`config.mk`:
```
export PLATFORM = sky130hd
export DESIGN_NAME = turtleOperandUnit
export DESIGN_NICKNAME = d
export VERILOG_FILES = /design/src/rvArchPkg.sv /design/src/rvChannelPkg.sv /design/src/turtleOperandUnit.sv /design/src/regFile.sv /design/src/fwdMux.sv /design/src/pcGen.sv /design/src/prioMux.sv
export SDC_FILE = /design/constraint.sdc
export NUM_CORES = 2
export LEC_CHECK = 0
export BUFFER_PORTS_ARGS = -buffer_cell sky130_fd_sc_hd__buf_2
export CORE_MARGIN = 2
export CORE_UTILIZATION = 35
export CTS_CLUSTER_DIAMETER = 150
export DETAILED_ROUTE_END_ITERATION = 12
export HOLD_SLACK_MARGIN = 0.12
export MAX_ROUTING_LAYER = met4
export PLACE_DENSITY = 0.63
export SETUP_SLACK_MARGIN = 0.1
export SLEW_MARGIN = 30
export SYNTH_ARGS = -nofsm -noshare
export SYNTH_HDL_FRONTEND = slang
export SYNTH_SLANG_ARGS = --single-unit
export TNS_END_PERCENT = 50
```
`constraint.sdc`:
```
create_clock -name clk -period 6.85 [get_ports clk]
set_clock_uncertainty 0.05 [all_clocks]
set_input_delay 0 -clock clk [delete_from_list [all_inputs] [get_ports clk]]
set_output_delay 0 -clock clk [all_outputs]
set_load 0.03 [all_outputs]
```
`src/rvArchPkg.sv`:
```
package rvArchPkg;

  ////////////////////////////////////////
  // Datapath geometry
  ////////////////////////////////////////

  // RV32 only
  localparam int XLEN = 32;

  // Integer register file, x0 included
  localparam int REG_NUM   = 32;
  localparam int REG_IDX_W = $clog2(REG_NUM);

  // Two source operands per instruction
  localparam int RD_PORT_NUM = 2;

  // Bypass buses from later stages
  // Bus 0 is the youngest producer and wins
  localparam int FWD_PORT_NUM = 2;

  ////////////////////////////////////////
  // Fetch
  ////////////////////////////////////////

  // Redirect sources, lowest index first
  localparam int PC_SET_NUM = 3;

  // Boot vector
  localparam logic [XLEN-1:0] START_ADDR = 32'h0000_0200;

  // Step is small, enough for 2 or 4 byte instructions
  localparam int STEP_W = 4;

  // Scalar types
  typedef logic [XLEN-1:0]      xlenT;
  typedef logic [REG_IDX_W-1:0] regIdxT;

endpackage : rvArchPkg
```
`src/rvChannelPkg.sv`:
```
package rvChannelPkg;

  // Channel fields are built from the scalar types
  import rvArchPkg::*;

  ////////////////////////////////////////
  // Fetch redirect
  ////////////////////////////////////////

  // One redirect request from a later stage
  // Branch, jump or trap all look the same here
  typedef struct packed {
    // Request this cycle
    logic en;
    // Address to fetch from
    xlenT tgtPc;
  } pcSetChanT;

  ////////////////////////////////////////
  // Register write and bypass
  ////////////////////////////////////////

  // Shared by the write port and every forwarding bus
  // On a forwarding bus rd marks the register in flight
  // vld low there means the value is not computed yet
  typedef struct packed {
    // Data is present
    logic   vld;
    // Destination register
    regIdxT rd;
    // Result word
    xlenT   dat;
  } rfWrChanT;

  // Field widths for quick reference
  // pcSetChanT is XLEN + 1 bits
  // rfWrChanT is XLEN + REG_IDX_W + 1 bits

endpackage : rvChannelPkg

```
`src/turtleOperandUnit.sv`:
```
`timescale 1ns/1ps

module turtleOperandUnit import rvArchPkg::*; import rvChannelPkg::*; (
  input  logic                         clk,
  input  logic                         arstN,
  // Fetch side
  input  logic                         stall,
  input  pcSetChanT [PC_SET_NUM-1:0]   pcSet,
  input  logic      [STEP_W-1:0]       step,
  output xlenT                         pc,
  output xlenT                         nxtPc,
  // Operand side
  input  rfWrChanT                     rfWr,
  input  rfWrChanT  [FWD_PORT_NUM-1:0] fwdBus,
  input  regIdxT    [RD_PORT_NUM-1:0]  rs,
  output xlenT      [RD_PORT_NUM-1:0]  rsDat,
  output logic      [RD_PORT_NUM-1:0]  hazard
);

  ////////////////////////////////////////
  // Program counter
  ////////////////////////////////////////

  // Redirects come from execute and later
  pcGen uPcGen (
    .clk    (clk),
    .arstN  (arstN),
    .stall  (stall),
    .pcSet  (pcSet),
    .step   (step),
    .pc     (pc),
    .nxtPc  (nxtPc)
  );

  ////////////////////////////////////////
  // Register file
  ////////////////////////////////////////

  // Hazard is advisory
  // Stall is decided by the pipeline control outside
  regFile uRegFile (
    .clk    (clk),
    .arstN  (arstN),
    .rfWr   (rfWr),
    .fwdBus (fwdBus),
    .rs     (rs),
    .rsDat  (rsDat),
    .hazard (hazard)
  );

endmodule : turtleOperandUnit

```
`src/regFile.sv`:
```
`timescale 1ns/1ps

module regFile import rvArchPkg::*; import rvChannelPkg::*; (
  input  logic                         clk,
  input  logic                         arstN,
  input  rfWrChanT                     rfWr,
  input  rfWrChanT [FWD_PORT_NUM-1:0]  fwdBus,
  input  regIdxT   [RD_PORT_NUM-1:0]   rs,
  output xlenT     [RD_PORT_NUM-1:0]   rsDat,
  output logic     [RD_PORT_NUM-1:0]   hazard
);

  // Entry 0 is a constant
  xlenT               regArr [REG_NUM];
  logic [REG_NUM-1:0] wrOh;

  ////////////////////////////////////////
  // Write channel
  ////////////////////////////////////////

  // Decoded write enable, only when the channel is valid
  assign wrOh = rfWr.vld ? (REG_NUM'(1) << rfWr.rd) : '0;

  assign regArr[0] = '0;

  // x1..x31, wrOh[0] falls on the constant entry
  for (genvar r = 1; r < REG_NUM; r++) begin : genReg
    always_ff @(posedge clk or negedge arstN) begin
      if (!arstN) begin
        regArr[r] <= '0;
      end else if (wrOh[r]) begin
        regArr[r] <= rfWr.dat;
      end
    end
  end

  ////////////////////////////////////////
  // Read ports
  ////////////////////////////////////////

  // Same-cycle write is not bypassed here
  // Later stages present it on a forwarding bus
  for (genvar p = 0; p < RD_PORT_NUM; p++) begin : genRd
    xlenT rfDat;

    assign rfDat = regArr[rs[p]];

    fwdMux uFwdMux (
      .rs     (rs[p]),
      .rfDat  (rfDat),
      .fwdBus (fwdBus),
      .dat    (rsDat[p]),
      .hazard (hazard[p])
    );

    // Whole read path, array plus bypass, keeps x0 at zero
    x0ReadA: assert property (@(posedge clk) disable iff (!arstN)
      rs[p] == '0 |-> rsDat[p] == '0 && !hazard[p])
      else $error("read port %0d returned nonzero for x0", p);
  end

endmodule : regFile

```
`src/fwdMux.sv`:
```
`timescale 1ns/1ps

module fwdMux import rvArchPkg::*; import rvChannelPkg::*; (
  input  regIdxT                       rs,
  input  xlenT                         rfDat,
  input  rfWrChanT [FWD_PORT_NUM-1:0]  fwdBus,
  output xlenT                         dat,
  output logic                         hazard
);

  // x0 never forwards
  logic                    rsVld;
  logic [FWD_PORT_NUM-1:0] cand;
  logic [FWD_PORT_NUM-1:0] candOh;
  logic [FWD_PORT_NUM-1:0] busVld;
  xlenT                    busDat [FWD_PORT_NUM];
  xlenT                    baseDat;
  logic                    fwdHit;

  assign rsVld = |rs;

  // Bus matches when it produces the register we read
  always_comb begin
    for (int i = 0; i < FWD_PORT_NUM; i++) begin
      cand[i]   = rsVld & (fwdBus[i].rd == rs);
      busVld[i] = fwdBus[i].vld;
      busDat[i] = fwdBus[i].dat;
    end
  end

  // Isolate lowest candidate, same choice as the mux
  assign candOh = cand & (~cand + 1'b1);

  // Array value unless a bus claims the register
  assign baseDat = rsVld ? rfDat : '0;

  prioMux #(
    .itemT (xlenT),
    .N     (FWD_PORT_NUM)
  ) uFwdSel (
    .sel   (cand),
    .items (busDat),
    .dflt  (baseDat),
    .out   (dat),
    .any   (fwdHit)
  );

  // Winning producer has no data yet
  assign hazard = fwdHit & |(candOh & ~busVld);

  // x0 reads are always safe
  always_comb begin
    if (!rsVld) begin
      x0NoHazA: assert (!hazard && dat == '0)
        else $error("fwdMux flagged x0 or returned nonzero data");
    end
  end

endmodule : fwdMux

```
`src/pcGen.sv`:
```
`timescale 1ns/1ps

module pcGen import rvArchPkg::*; import rvChannelPkg::*; (
  input  logic                         clk,
  input  logic                         arstN,
  input  logic                         stall,
  input  pcSetChanT [PC_SET_NUM-1:0]   pcSet,
  input  logic      [STEP_W-1:0]       step,
  output xlenT                         pc,
  output xlenT                         nxtPc
);

  // Low for exactly one edge after reset
  logic                  running;
  logic [PC_SET_NUM-1:0] setEn;
  xlenT                  tgtPc [PC_SET_NUM];
  xlenT                  stepPc;

  ////////////////////////////////////////
  // Next PC
  ////////////////////////////////////////

  // Redirects are masked until the core runs
  always_comb begin
    for (int i = 0; i < PC_SET_NUM; i++) begin
      setEn[i] = pcSet[i].en & running;
      tgtPc[i] = pcSet[i].tgtPc;
    end
  end

  // Zero step while held so the boot vector repeats
  assign stepPc = pc + (running ? xlenT'(step) : '0);

  // Sequential address is the fallback
  prioMux #(
    .itemT (xlenT),
    .N     (PC_SET_NUM)
  ) uSetMux (
    .sel   (setEn),
    .items (tgtPc),
    .dflt  (stepPc),
    .out   (nxtPc),
    .any   ()
  );

  ////////////////////////////////////////
  // State
  ////////////////////////////////////////

  // Stall does not delay the start
  always_ff @(posedge clk or negedge arstN) begin
    if (!arstN) begin
      running <= 1'b0;
    end else begin
      running <= 1'b1;
    end
  end

  always_ff @(posedge clk or negedge arstN) begin
    if (!arstN) begin
      pc <= START_ADDR;
    end else if (!stall) begin
      pc <= nxtPc;
    end
  end

  // Boot vector survives the first edge out of reset
  startHoldA: assert property (@(posedge clk) disable iff (!arstN)
    !running |=> pc == START_ADDR)
    else $error("pc left the start address too early");

endmodule : pcGen

```
`src/prioMux.sv`:
```
`timescale 1ns/1ps

module prioMux import rvArchPkg::*; #(
  parameter type itemT = xlenT,
  parameter int  N     = FWD_PORT_NUM
) (
  input  logic [N-1:0] sel,
  input  itemT         items [N],
  input  itemT         dflt,
  output itemT         out,
  output logic         any
);

  // Lowest set bit wins
  // Walk from the top so the last hit is the lowest index
  always_comb begin
    out = dflt;
    for (int i = N - 1; i >= 0; i--) begin
      if (sel[i]) begin
        out = items[i];
      end
    end
    any = |sel;
  end

  ////////////////////////////////////////
  // Checks
  ////////////////////////////////////////

  // Nothing selected means fall back to the default item
  always_comb begin
    if (!any) begin
      dfltSelA: assert (out == dflt)
        else $error("prioMux output differs from default with empty select");
    end
  end

endmodule : prioMux

```
Yosys cells after proc, flatten, opt, wreduce, memory -nomap -nowiden --
Index checks and enable logic that the tools add are counted.
Word-level totals: register bits 1025, bits in latches 0, memory bits (writable) 0, ROM bits 0, bits of input ports 230, output and inout bits 130, word-level logic and storage cells 84, memories kept 0
Cells by class: $add $sub $neg 3, multiply operators 0, div/mod/pow operators 0, $lt $le $gt $ge 2, equality and inequality tests 4, shift-type cells 1, muxes and demuxes 17, bitwise operators 18, reductions and logical operators 6
Operator list (number):
- 32-bit 2-to-1 mux | 14
- 32-bit binary-select mux with 5-bit select | 2
- 32-bit adder | 1
- 1-bit by 5-bit << shifter with 32-bit output, first input constant | 1
- 5-bit == test | 4
- 6-bit >= comparator, second input constant | 2
- 5-bit NOT with 6-bit output | 2
- 5-bit OR reduction | 2
- 1-bit bitwise AND | 9
- 2-bit bitwise AND | 4
- 2-bit OR reduction | 4
- 2-bit NOT | 3
- 2-bit by 1-bit adder with 2-bit output, second input constant | 2
- 4-bit 2-to-1 mux | 1

Logic depth before layout (Yosys ltp) --
depth in word-level cells 8, depth in mapped cells 11, gate-level depth less buffers 8

Modules after synthesis --
Synthesis repeated with hierarchy kept, for this count alone.
Second synthesis, totals: cells, all modules 4290, area total of the unflattened synthesis 58807.7 µm²
Modules (own cells, without submodules):
- regFile | instances 1, cells each 3631, area an instance 53194.8 µm², sequential area each 24823.8 µm²
- pcGen | instances 1, cells each 182, area an instance 2024.4 µm², sequential area each 827.0 µm²
- prioMux at uRegFile.genRd[0].uFwdMux.uFwdSel ... | instances 2, cells each 108, area an instance 711.9 µm², sequential area each 0.0 µm²
- prioMux at uPcGen.uSetMux | instances 1, cells each 147, area an instance 1368.8 µm², sequential area each 0.0 µm²
- fwdMux | instances 2, cells each 57, area an instance 397.9 µm², sequential area each 0.0 µm²

Least setup slack after synthesis --
Ideal clock, no wire load.
path type register to output, from reg uPcGen.running, to out nxtPc[16], arrival 3.075 ns, required time 6.800 ns, slack 3.725 ns, cell stages (with the launch flop) 12, buffers on the path 3, cells stage by stage dfrtp_1 -> clkbuf_1 -> clkbuf_1 -> and2_1 -> ha_1 -> fa_1 -> a21o_1 -> a22oi_1 -> buf_2 -> nor4_1 -> xnor2_1 -> a21boi_0
On the way: cells in the longest elaborated chain, start to end 5, elaborated cells on any way between the ends 8, classes of those cells add/sub: 1; mux: 4; bitwise: 3
Ends and longest elaborated chain:
- from (decl) | RTL line pcGen.sv:14 | logic running;
- from (signal assigned) | RTL line pcGen.sv:53 | running <= 1'b0;
- from (signal assigned) | RTL line pcGen.sv:55 | running <= 1'b1;
- 4-bit 2-to-1 mux | RTL line pcGen.sv:32 | assign stepPc = pc + (running ? xlenT'(step) : '0);
- 32-bit adder | RTL line pcGen.sv:32
- 32-bit 2-to-1 mux (2 in a row) | RTL line prioMux.sv:19 | if (sel[i]) begin
- 32-bit 2-to-1 mux (*) | RTL line prioMux.sv:19
- to (decl) | RTL line turtleOperandUnit.sv:11 | output xlenT nxtPc,
Mark *: on every way between the ends. The rest lies on a longest branch, timed or not.

Final worst setup path --
from reg uPcGen.running, to reg uPcGen.pc[26]
On the way: cells in the longest elaborated chain, start to end 5, elaborated cells on any way between the ends 8, classes of those cells add/sub: 1; mux: 4; bitwise: 3
Ends and longest elaborated chain:
- 4-bit 2-to-1 mux | RTL line pcGen.sv:32
- 32-bit adder | RTL line pcGen.sv:32
- 32-bit 2-to-1 mux (2 in a row) | RTL line prioMux.sv:19
- 32-bit 2-to-1 mux (*) | RTL line prioMux.sv:19
- to (signal assigned) | RTL line pcGen.sv:63 | pc <= nxtPc;
- to (decl) | RTL line pcGen.sv:9 | output xlenT pc,
Marked as above. A chain may end at the register's enable or synchronous reset.

==> impl_metrics.ini <==
[outcome]
status = completed

[setup_path]
cp-startpoint = uPcGen.running
worstPathRequired_ps = 7410
worstSetupStartpointType = flip-flop
criticalPathCategory = reg2reg
endpoint_kind = flip-flop
critPathSlowestCell = nand2_1
arrival_ps = 5070
cp_common_cell = dlygate4sd3_1
critPathMaxStageDelay_ps = 700
path_cells = nand2_1, buf_4, o221a_2, a21oi_1, dlygate4sd3_1, a31oi_1, dlygate4sd3_1, o22a_1, dlygate4sd3_1
cp_max_fo = 28
reg2reg_from = uPcGen.running
ff2ff_path_depth = 9

[timing]
slew_violations = 0
relSlewSlack_pct = 34.8
rsz0062_at_grt = false
timing.final.crit_share_pct = 65.8
fin_crit_ps = 4510
hold_viol = 0
fmax_mhz = 222
setup_total_negative_slack_ps = 0
tightestPinTransition_ps = 978
setup_violations = 0

[run]
drv_cap = 0

[yosys]
ys_warn_count = 0
yosys_register_bits = 1025
async_reset_ff_share_pct = 100
yosys.area_share.xor_xnor_pct = 0.590
synthFlopType = dfrtp_1
syn_area_per_cell_sq_um = 13.9
synth-compound-area-share_pct = 6.12
synth_top_area_share_pct = 44.2
yosys.area_share.simple_pct = 4.28
synth_top_family_by_area = multiplexers
yosys.cell_types.count = 80
synthTopCellsByCount = 1,075 x mux2_2, 1,024 x dfrtp_1, 448 x mux4_2
syn_area_sq_mm = 0.0579
synth_area_leaders = dfrtp_1 44%, mux2_2 21%, mux4_2 17%
syn_inst = 4154
yosysMostFrequentCell = mux2_2
synth.largest_area_cell = dfrtp_1
ys_seq_area_share_pct = 44.3
syn_nets = 4389
synth_edf_count = 0
synthAdderAreaFrac_pct = 0.121
muxShareOfSynthArea_pct = 41.2

[drt]
vias = 41300
wire_per_inst_microns = 29.7
viasPerCell = 6.15
drt-pass1-iter-count = 5
wl_microns = 199000
wl_met1_microns = 82500
ant_nets = 0
wl_met2_microns = 91500
drt_iter0_drc = 4165
drc = 0
wl_met3_microns = 17200
top_layer_used = met4

[floorplanning]
initial_utilization_pct = 35.2
rows = 149
design.die.area_sq_mm = 0.169
dieHeight_microns = 411
core_area_sq_mm = 0.165
die_w_microns = 411
ios = 360

[cts]
cts.root.buffer_cell = clkbuf_16
h-tree-depth = 3
clock_path_buffers = 3
cts_buffers = 112
cts_tree = yes
cts_setup_buffers = 0
cts_hold_buf = 160
cts.clk_slew.worst_paths_ps = 60
clock_latency_ps = 740
cts.sinks = 1025
cts_resized = 0

[power_and_ir_drop]
power_density_mw_per_mm2 = 285
power.share.clock_pct = 33.5
sw_frac_of_total_pct = 29.7
peakVddDrop_uv = 217
combinationalPowerShare_pct = 24.0
p_total_uw = 19200
switching_power_uw = 5710
internal_power_uw = 13500
p_seq_share_pct = 42.4
power_leakage_uw = 0.0286

[layout]
syn_to_final_growth_pct = 16.2
layout.nets = 4655
layout-drive-gt1-share_pct = 49.7

[hold_path]
hold_class = in2reg
hp-start = pcSet[31]
hold_path_depth = 5

[global_route]
grt_antenna_before_repair = 18
track_usage_pct = 23.9
overflow = 0
grt_pass1_vias = 42600
grt_pass1_wl_microns = 292000
grt_max_degree = 165

[placement]
hpwl_microns = 117000
gp_congestion = 0.888
portBuffers = 359
area by class of cell:
type / count / area (sq um)
diodes: 12 / 30.0
clock buffers: 156 / 3250
clock inverters: 49 / 707
fillers: 15100 / 97300
inverters: 7 / 26.3
multi-input cells: 2667 / 30600
flip-flops and latches: 1025 / 25700
well taps: 2189 / 2740
repair buffers: 607 / 4330
layout by cell type, fill, tap and decap left out, types with 17 or more instances in the layout:
master / count
mux2_2: 1075
dfrtp_1: 1024
mux4_2: 448
buf_2: 350
mux2i_1: 166
dlygate4sd3_1: 159
nand3_1: 130
clkbuf_16: 112
a221oi_1: 107
buf_4: 75
nand2_1: 72
a32oi_1: 65
nor2b_1: 65
o31ai_1: 52
nor3_1: 44
nor2_1: 40
a22oi_1: 36
o21ai_0: 34
a21oi_1: 33
o211ai_1: 33
clkbuf_8: 28
xnor2_1: 26
clkinv_2: 26
a31oi_1: 18
nand2_2: 17
metrics by stage:
step	worst slack, ps	utilization (%)	hold slack, ps	std cells	cell area (sq um)
2_1_floorplan	3730	-	-346	4154	57900
3_3_place_gp	3040	37.4	61.9	6332	61600
3_5_place_dp	3020	37.4	70.6	6332	61600
4_1_cts	2380	40.8	125	6697	67200
5_1_grt	2190	40.9	160	6710	67300
6_report	2340	40.9	189	6712	67300
worst max-delay path, delay by kind of cell, from the launching register on:
kind                   cells  cell delay, ps
AO/OA/AOI/OAI              4             700
buffers and inverters      4            2280
flip-flops                 1             660
AND/OR/NAND/NOR            1             700
worst paths after layout:
path                                              to  slack (ps)
worst max-delay path                   uPcGen.pc[26]        2340
worst min-delay path                   uPcGen.pc[31]         190
worst max register to register         uPcGen.pc[26]        2340
worst min register to register  uRegFile.regArr[570]         470
max in group asynchronous       uRegFile.regArr[166]        5010
min in group asynchronous       uRegFile.regArr[520]         490
flip-flops by register name, indices dropped and copies added, names as in the netlist:
name and cells:
uRegFile.regArr 992, uPcGen.running 1, uPcGen.pc 32
power by group through the flow:
stage          Combinational, uW  Sequential, uW  Clock (uW)
2_1_floorplan               3310            7960           0
3_3_place_gp                4400            8110           0
3_5_place_dp                4470            8200           0
4_1_cts                     4610            8100        6550
5_1_grt                     4920            8290        6810
6_report                    4620            8140        6440
per-layer routing:
metal	vias up	global-route usage, %
met3	468	5.71
met4	0	8.35
met2	1967	36.5
met1	22000	31.1
met5	-	-
li1	16800	-
logic make-up (layout without fill, tap and decap cells):
logic type,count (synthesis),in the layout
muxes,1689,1689
DFF,1025,1025
and+or+nand+nor,472,472
buffers and inverters,462,819
AOI/OAI and AO/OA,461,461
xor gates and xnor gates,39,39
adders and majority gates,5,5
other,1,13
Note: power is estimated with default switching activity, not from simulation.
